[config.mk]
export PLATFORM = sky130hd
export DESIGN_NAME = div_unit_top
export DESIGN_NICKNAME = d
export VERILOG_FILES = /design/src/hdl/div_pkg.sv /design/src/hdl/div_core_if.sv /design/src/hdl/div_sign_stage.sv /design/src/hdl/div_subshift.sv /design/src/hdl/div_unit_top.sv
export SDC_FILE = /design/constraint.sdc
export NUM_CORES = 1
export LEC_CHECK = 0
export BUFFER_PORTS_ARGS = -buffer_cell sky130_fd_sc_hd__clkbuf_2
export CORE_ASPECT_RATIO = 1.75
export CORE_UTILIZATION = 45
export DETAILED_ROUTE_END_ITERATION = 8
export SYNTH_ARGS = -nofsm -noshare
export SYNTH_HDL_FRONTEND = slang
export SYNTH_SLANG_ARGS = --single-unit
[constraint.sdc]
create_clock -name clk_i -period 4.1 [get_ports clk_i]
set_clock_uncertainty 0.05 [all_clocks]
set_input_delay 0.82 -clock clk_i [delete_from_list [all_inputs] [get_ports clk_i]]
set_output_delay 0.82 -clock clk_i [all_outputs]
set_load 0.02 [all_outputs]
[src/hdl/div_pkg.sv]
`default_nettype none

package div_pkg;

  // ~~~~~~~~~~~~~~~~~~~~~~~~~~~~~~~~~~~~~~~~~~~~~~~~~~~~~~~~~~~~~~~~~~~~~~~~~~
  // Widths
  // ~~~~~~~~~~~~~~~~~~~~~~~~~~~~~~~~~~~~~~~~~~~~~~~~~~~~~~~~~~~~~~~~~~~~~~~~~~

  // Operand and result width.
  localparam int DATA_W = 32;

  // Counter must reach DATA_W+1, the drain stage.
  localparam int CNT_W = $clog2(DATA_W + 2);

  // ~~~~~~~~~~~~~~~~~~~~~~~~~~~~~~~~~~~~~~~~~~~~~~~~~~~~~~~~~~~~~~~~~~~~~~~~~~
  // Vector types
  // ~~~~~~~~~~~~~~~~~~~~~~~~~~~~~~~~~~~~~~~~~~~~~~~~~~~~~~~~~~~~~~~~~~~~~~~~~~

  // Dividend, divisor, quotient or remainder.
  typedef logic [DATA_W-1:0] data_t;

  // Combined register.
  // Top bit is the carry out of the window, then remainder, then quotient.
  typedef logic [2*DATA_W:0] dqr_t;

  // Program counter of the core.
  typedef logic [CNT_W-1:0] cnt_t;

  // ~~~~~~~~~~~~~~~~~~~~~~~~~~~~~~~~~~~~~~~~~~~~~~~~~~~~~~~~~~~~~~~~~~~~~~~~~~
  // Sequencer
  // ~~~~~~~~~~~~~~~~~~~~~~~~~~~~~~~~~~~~~~~~~~~~~~~~~~~~~~~~~~~~~~~~~~~~~~~~~~

  // Count at which all quotient bits are in.
  localparam cnt_t LAST_STAGE = cnt_t'(DATA_W + 1);

endpackage

`default_nettype wire

[src/hdl/div_core_if.sv]
`timescale 1ns/1ps
`default_nettype none

interface div_core_if
  import div_pkg::*;
();

  logic  start;      // Start request toward the core.
  data_t dividend;   // Unsigned dividend magnitude.
  data_t divisor;    // Unsigned divisor magnitude.
  logic  done;       // Core idle.
  data_t quotient;   // Unsigned quotient.
  data_t remainder;  // Unsigned remainder.

  // Sign stage side.
  modport sign_mp (
    output start,
    output dividend,
    output divisor,
    input  done,
    input  quotient,
    input  remainder
  );

  // Divider core side.
  modport core_mp (
    input  start,
    input  dividend,
    input  divisor,
    output done,
    output quotient,
    output remainder
  );

endinterface

`default_nettype wire

[src/hdl/div_sign_stage.sv]
`timescale 1ns/1ps
`default_nettype none

module div_sign_stage
  import div_pkg::*;
(
  input  wire logic   clk_i,
  input  wire logic   cke_i,
  input  wire logic   rst_i,
  input  wire logic   start_i,
  input  wire logic   signed_i,
  input  wire data_t  dividend_i,
  input  wire data_t  divisor_i,
  output data_t       quotient_o,
  output data_t       remainder_o,
  output logic        div_by_zero_o,
  div_core_if.sign_mp core
);

  // Two's complement negate when asked.
  function automatic data_t apply_sign(input data_t value, input logic neg);
    data_t res;
    res = neg ? (~value + data_t'(1)) : value;
    return res;
  endfunction

  // ~~~~~~~~~~~~~~~~~~~~~~~~~~~~~~~~~~~~~~~~~~~~~~~~~~~~~~~~~~~~~~~~~~~~~~~~~~
  // Operand path
  // ~~~~~~~~~~~~~~~~~~~~~~~~~~~~~~~~~~~~~~~~~~~~~~~~~~~~~~~~~~~~~~~~~~~~~~~~~~

  logic dividend_sign;  // Raw sign bits.
  logic divisor_sign;
  logic accept;         // Core takes the operands on this edge.
  logic done_prev_q;    // Core done on the previous enabled edge.

  assign dividend_sign = dividend_i[DATA_W-1];
  assign divisor_sign  = divisor_i[DATA_W-1];

  assign core.start    = start_i;
  assign core.dividend = apply_sign(dividend_i, signed_i & dividend_sign);
  assign core.divisor  = apply_sign(divisor_i, signed_i & divisor_sign);

  // Done is also high on the final count, where the core takes no start.
  assign accept = start_i & core.done & done_prev_q;

  always_ff @(posedge clk_i) begin
    if (rst_i) begin
      done_prev_q <= 1'b1;
    end else if (cke_i) begin
      done_prev_q <= core.done;
    end
  end

  // ~~~~~~~~~~~~~~~~~~~~~~~~~~~~~~~~~~~~~~~~~~~~~~~~~~~~~~~~~~~~~~~~~~~~~~~~~~
  // Captured flags
  // ~~~~~~~~~~~~~~~~~~~~~~~~~~~~~~~~~~~~~~~~~~~~~~~~~~~~~~~~~~~~~~~~~~~~~~~~~~

  logic  signed_q;    // Operation was signed.
  logic  q_sign_q;    // Operand signs differ.
  logic  r_sign_q;    // Dividend was negative.
  logic  dz_q;        // Divisor was zero.
  data_t dividend_q;  // Original dividend for the zero-divisor case.

  always_ff @(posedge clk_i) begin
    if (rst_i) begin
      signed_q <= 1'b0;
      q_sign_q <= 1'b0;
      r_sign_q <= 1'b0;
      dz_q     <= 1'b0;
    end else if (cke_i && accept) begin
      signed_q <= signed_i;
      q_sign_q <= dividend_sign ^ divisor_sign;
      r_sign_q <= dividend_sign;
      dz_q     <= (divisor_i == '0);
    end
  end

  always_ff @(posedge clk_i) begin
    if (cke_i && accept) begin
      dividend_q <= dividend_i;
    end
  end

  // ~~~~~~~~~~~~~~~~~~~~~~~~~~~~~~~~~~~~~~~~~~~~~~~~~~~~~~~~~~~~~~~~~~~~~~~~~~
  // Result path
  // ~~~~~~~~~~~~~~~~~~~~~~~~~~~~~~~~~~~~~~~~~~~~~~~~~~~~~~~~~~~~~~~~~~~~~~~~~~

  data_t quotient_fix;   // Signed results before the zero check.
  data_t remainder_fix;

  // Quotient truncates toward zero, remainder follows the dividend.
  assign quotient_fix  = apply_sign(core.quotient, signed_q & q_sign_q);
  assign remainder_fix = apply_sign(core.remainder, signed_q & r_sign_q);

  assign quotient_o    = dz_q ? '1 : quotient_fix;            // All ones on zero divisor.
  assign remainder_o   = dz_q ? dividend_q : remainder_fix;   // Dividend passes through.
  assign div_by_zero_o = dz_q;

endmodule

`default_nettype wire

[src/hdl/div_subshift.sv]
`timescale 1ns/1ps
`default_nettype none

module div_subshift
  import div_pkg::*;
(
  input  wire logic     clk_i,
  input  wire logic     cke_i,
  input  wire logic     rst_i,
  div_core_if.core_mp   core
);

  // ~~~~~~~~~~~~~~~~~~~~~~~~~~~~~~~~~~~~~~~~~~~~~~~~~~~~~~~~~~~~~~~~~~~~~~~~~~
  // State
  // ~~~~~~~~~~~~~~~~~~~~~~~~~~~~~~~~~~~~~~~~~~~~~~~~~~~~~~~~~~~~~~~~~~~~~~~~~~

  dqr_t  dqr_q;       // Dividend, quotient and remainder.
  dqr_t  dqr_d;
  data_t divisor_q;   // Held divisor.
  data_t divisor_d;
  cnt_t  pcnt_q;      // Program counter.
  cnt_t  pcnt_d;

  always_ff @(posedge clk_i) begin
    if (rst_i) begin
      dqr_q     <= '0;
      divisor_q <= '0;
      pcnt_q    <= '0;
    end else if (cke_i) begin
      dqr_q     <= dqr_d;
      divisor_q <= divisor_d;
      pcnt_q    <= pcnt_d;
    end
  end

  // ~~~~~~~~~~~~~~~~~~~~~~~~~~~~~~~~~~~~~~~~~~~~~~~~~~~~~~~~~~~~~~~~~~~~~~~~~~
  // Datapath
  // ~~~~~~~~~~~~~~~~~~~~~~~~~~~~~~~~~~~~~~~~~~~~~~~~~~~~~~~~~~~~~~~~~~~~~~~~~~

  data_t         window;  // Partial remainder with the next dividend bit.
  logic [DATA_W:0] diff;  // Trial difference, top bit is the borrow.

  assign window = dqr_q[2*DATA_W-2 -: DATA_W];
  assign diff   = {1'b0, window} - {1'b0, divisor_q};

  assign core.quotient  = dqr_q[DATA_W-1:0];
  assign core.remainder = dqr_q[2*DATA_W-1:DATA_W];

  // High while idle and on the final count.
  assign core.done = (pcnt_q == '0) || (pcnt_q == LAST_STAGE);

  // ~~~~~~~~~~~~~~~~~~~~~~~~~~~~~~~~~~~~~~~~~~~~~~~~~~~~~~~~~~~~~~~~~~~~~~~~~~
  // Program
  // ~~~~~~~~~~~~~~~~~~~~~~~~~~~~~~~~~~~~~~~~~~~~~~~~~~~~~~~~~~~~~~~~~~~~~~~~~~

  always_comb begin
    pcnt_d    = pcnt_q + cnt_t'(1);
    dqr_d     = dqr_q;
    divisor_d = divisor_q;

    if (pcnt_q == '0) begin
      if (core.start) begin  // Load operands.
        divisor_d = core.divisor;
        dqr_d     = {1'b0, {DATA_W{1'b0}}, core.dividend};
      end else begin
        pcnt_d = pcnt_q;  // Wait.
      end
    end else if (pcnt_q == LAST_STAGE) begin
      pcnt_d = '0;  // Result final, back to idle.
    end else begin
      // One quotient bit per stage.
      if (!diff[DATA_W]) begin
        dqr_d = {diff, dqr_q[DATA_W-2:0], 1'b1};  // Fits, keep difference.
      end else begin
        dqr_d = {1'b0, dqr_q[2*DATA_W-2:0], 1'b0};  // Borrow, keep old value.
      end
    end
  end

endmodule

`default_nettype wire

[src/hdl/div_unit_top.sv]
`timescale 1ns/1ps
`default_nettype none

module div_unit_top
  import div_pkg::*;
(
  input  wire logic  clk_i,
  input  wire logic  cke_i,
  input  wire logic  rst_i,
  input  wire logic  start_i,
  input  wire logic  signed_i,
  input  wire data_t dividend_i,
  input  wire data_t divisor_i,
  output logic       done_o,
  output data_t      quotient_o,
  output data_t      remainder_o,
  output logic       div_by_zero_o
);

  // ~~~~~~~~~~~~~~~~~~~~~~~~~~~~~~~~~~~~~~~~~~~~~~~~~~~~~~~~~~~~~~~~~~~~~~~~~~
  // Sign stage to core link
  // ~~~~~~~~~~~~~~~~~~~~~~~~~~~~~~~~~~~~~~~~~~~~~~~~~~~~~~~~~~~~~~~~~~~~~~~~~~

  div_core_if core_if ();

  assign done_o = core_if.done;  // Idle flag of the core.

  // ~~~~~~~~~~~~~~~~~~~~~~~~~~~~~~~~~~~~~~~~~~~~~~~~~~~~~~~~~~~~~~~~~~~~~~~~~~
  // Instances
  // ~~~~~~~~~~~~~~~~~~~~~~~~~~~~~~~~~~~~~~~~~~~~~~~~~~~~~~~~~~~~~~~~~~~~~~~~~~

  div_sign_stage div_sign_stage_i (
    .clk_i         (clk_i),
    .cke_i         (cke_i),
    .rst_i         (rst_i),
    .start_i       (start_i),
    .signed_i      (signed_i),
    .dividend_i    (dividend_i),
    .divisor_i     (divisor_i),
    .quotient_o    (quotient_o),
    .remainder_o   (remainder_o),
    .div_by_zero_o (div_by_zero_o),
    .core          (core_if.sign_mp)
  );

  div_subshift div_subshift_i (
    .clk_i (clk_i),
    .cke_i (cke_i),
    .rst_i (rst_i),
    .core  (core_if.core_mp)
  );

endmodule

`default_nettype wire

==> results.tsv <==
stage	metric	value	unit
run_status	outcome	completed	
timing	Min Hold Slack	403.3	ps
timing	relative slew slack	0.2743	
grt	initial antenna violation count	0	
floorplanning	# IOs	135	
critical_path	crit path cell chain	or4_4, or3_4, or4_4, nor2_4, nand3_4, o31ai_4, xnor2_1, mux2_2, buf_2	
critical_path	crit-path max cell delay	550	ps
grt	vias in the first global route	9430	
critical_path	Worst path slowest cell	or4_4	
drt	First DRT Iteration DRCs	343	
timing	fmax	0.2486	GHz
drt	drt via density	5.649	
drt	Remaining DRCs	0	
finish	commonest non-fill, non-tap cell in the layout	nand2_1	
floorplanning	Vert. Die Dim	200.0	um
logic_synthesis	Synth async-reset ratio	0	
placed_design	GPL Wtd Cong	0.9068	
logic_synthesis	netlist area before placement	10080	um^2
placed_design	hpwl dp	23990	um
logic_synthesis	Yosys cell types	70	
drt	Detailed Route WL	31020	um
critical_path	delay-heaviest family, CP	simple AND/OR/NAND/NOR gates	
cts	htree depth	4	
cts	CTS Sinks	139	
cts	Worst-Skew Late Latency	430	ps
critical_path	crit path buf inv count	1	
logic_synthesis	Synth Area per Inst	7.762	um^2
finish	share of cells above drive strength 1	0.1597	
min_path	Worst Hold Class	flop to flop	
critical_path	FF-to-FF setup slack	400	ps
cts	Post-CTS Hold Fix Bufs	0	
logic_synthesis	share of the synthesized area in the top cell type	0.2124	
timing	Slew Limit Fails	0	
cts	clk root buf	clkbuf_16	
floorplanning	Die Wd	115.2	um
finish	area growth from synthesis to layout	16.83	%
grt	largest net degree at the start of global routing	53	
floorplanning	CORE AREA	22070	um^2
timing	RSZ-0062 raised after global routing	true	
grt	first-pass GRT wire length	49250	um
drt	WL per Instance	18.13	um
critical_path	startpoint types	flop	
logic_synthesis	Yosys reg bits	139	
placed_design	Port Buffers	134	
logic_synthesis	synthesized net count	1409	
finish	Nets	1512	
logic_synthesis	number of synthesized flops with an enable pin	32	
critical_path	critical path arrival	3150	ps
finish	final core utilization	0.5337	
drt	vias post-DR	9666	
drt	antenna viol nets, final	0	
run	total of max-cap violations	0	
cts	Clock transition at path regs	60	ps
finish	Antenna Cells	0	
timing	Hold Fails Final Rpt	0	
timing	Setup violations, final	0	
critical_path	CP endpoint kind	output pin	
cts	CTS tree	built	
critical_path	Critical Path RT	3230	ps
floorplanning	Rows	72	
critical_path	critical path class	flop to output pin	
power	Power per Cell Area	371.5	nW/um^2
logic_synthesis	top post-synthesis cells by area	dfxtp_1 21%, edfxtp_1 9.5%, xnor2_1 6.3%, o21ai_0 5.8%, xor2_1 5.4%	
grt	Overflow after GRT	0	
logic_synthesis	Top FF cell, synth	dfxtp_1	
critical_path	CP most frequent cell	or4_4	
drt	Detailed Routing Iterations Pass 1	4	
placed_design	Cell Area, Placed	11000	um^2
logic_synthesis	Post-Synthesis Cells	1299	
cts	Clock Path Buffers	2	
critical_path	CP max FO	8	
floorplanning	die area	23030	um^2
logic_synthesis	warnings from Yosys	0	
timing	Final Critical Period	4022	ps
logic_synthesis	cell taking the most area after synthesis	dfxtp_1	
finish	commonest non-fill, non-tap cells in the layout	139 x nand2_1, 136 x nor2_1, 132 x clkbuf_2	
logic_synthesis	Seq/Total Area, Yosys	0.3077	
power	Worst VDD drop	0.0002667	V
power	static leakage power	0.004764	uW
floorplanning	Starting Density	0.4569	
cts	total CTS buffers	17	
timing	period utilization	0.9809	
timing	slew at the pin closest to its max-slew limit	1086	ps
finish	Design Area, Final	11780	um^2
grt	gr usage total	0.2809	
timing	setup tns final	0	ps
cell usage after synthesis (21+ instances only):
cell and n:
xnor2_1 73, nor2_1 139, ha_1 40, inv_1 57, a21oi_1 91, nand2_1 139
nor3_1 30, mux2i_1 21, clkbuf_1 60, dfxtp_1 107, edfxtp_1 32, xor2_1 62
nand2b_1 32, o21ai_0 116, nand3_1 21, a211oi_1 42
worst register-to-register path, delay by kind of cell, from the launching register on:
family / cells / cell delay, ps
adder cells (fa/ha/maj): 2 / 620
buffers and inverters: 2 / 300
flip-flops: 1 / 390
AO/OA/AOI/OAI: 5 / 1080
AND/OR/NAND/NOR: 4 / 1190
registers in the layout (all words and copies together), names as in the netlist:
name                            cells
div_sign_stage_i.dividend_q        32
div_subshift_i.pcnt_q               6
div_sign_stage_i.r_sign_q           1
div_subshift_i.dqr_q               64
div_sign_stage_i.done_prev_q        1
div_sign_stage_i.q_sign_q           1
div_subshift_i.divisor_q           32
div_sign_stage_i.signed_q           1
div_sign_stage_i.div_by_zero_o      1
power by group:
| part | switching, uW | internal [uW] | total (uW) |
|---|---|---|---|
| Sequential | 80.8 | 1480 | 1570 |
| Combinational | 672 | 422 | 1090 |
| Clock | 604 | 1110 | 1720 |
| Total | 1360 | 3020 | 4380 |
final cells by class:
cell class	instances	area, um^2
timing repair buffer	155	840.8
clock inverter	10	186.4
fill	2198	10290
sequential	139	3109
multi-input combinational	1032	6595
inverter	57	214.0
tap	296	370.4
clock buffer	22	464.2
path summary, 6_finish.rpt:
path / start / to / cells after the start
worst max-delay path: div_subshift_i.dqr_q[38] / remainder_o[28] / 9
worst min-delay path: div_subshift_i.divisor_q[28] / div_subshift_i.divisor_q[28] / 2
worst max register to register: div_subshift_i.dqr_q[31] / div_subshift_i.dqr_q[57] / 13
worst min register to register: div_subshift_i.divisor_q[28] / div_subshift_i.divisor_q[28] / 2
cell families (layout without fill, tap and decap cells):
family / count (synthesis) / count (layout) / share of synthesized area
AOI/OAI and AO/OA: 367 / 367 / 0.2286
DFF: 139 / 139 / 0.3077
muxes: 23 / 23 / 0.02308
and+or+nand+nor: 466 / 466 / 0.2234
xor gates and xnor gates: 135 / 135 / 0.1173
adders and majority gates: 41 / 41 / 0.05162
buffers and inverters: 128 / 244 / 0.04839
per-layer routing:
metal | wire, um | share of wire | GRT usage
met5 | 0 | 0 | 0
met3 | 1257 | 0.041 | 0.05254
met4 | 1770 | 0.057 | 0.1823
met1 | 11440 | 0.37 | 0.2778
met2 | 16550 | 0.53 | 0.5272
through the flow:
stage               power, uW  cells  worst slack, ps
CTS                      4388   1709           -58.02
global placement         2650   1675            276.1
detailed placement       2651   1675            299.1
finish                   4377   1711            78.21
floorplan                2323   1299            465.3
global route             4571   1711           -47.10
timing repair:
item | CTS | global route
buffers inserted | 2 | 2
setup endpoints to repair | 6 | 11
resized for setup | 7 | 14
pin swaps | 3 | 5
No activity file was read; power rests on OpenSTA's default activity.
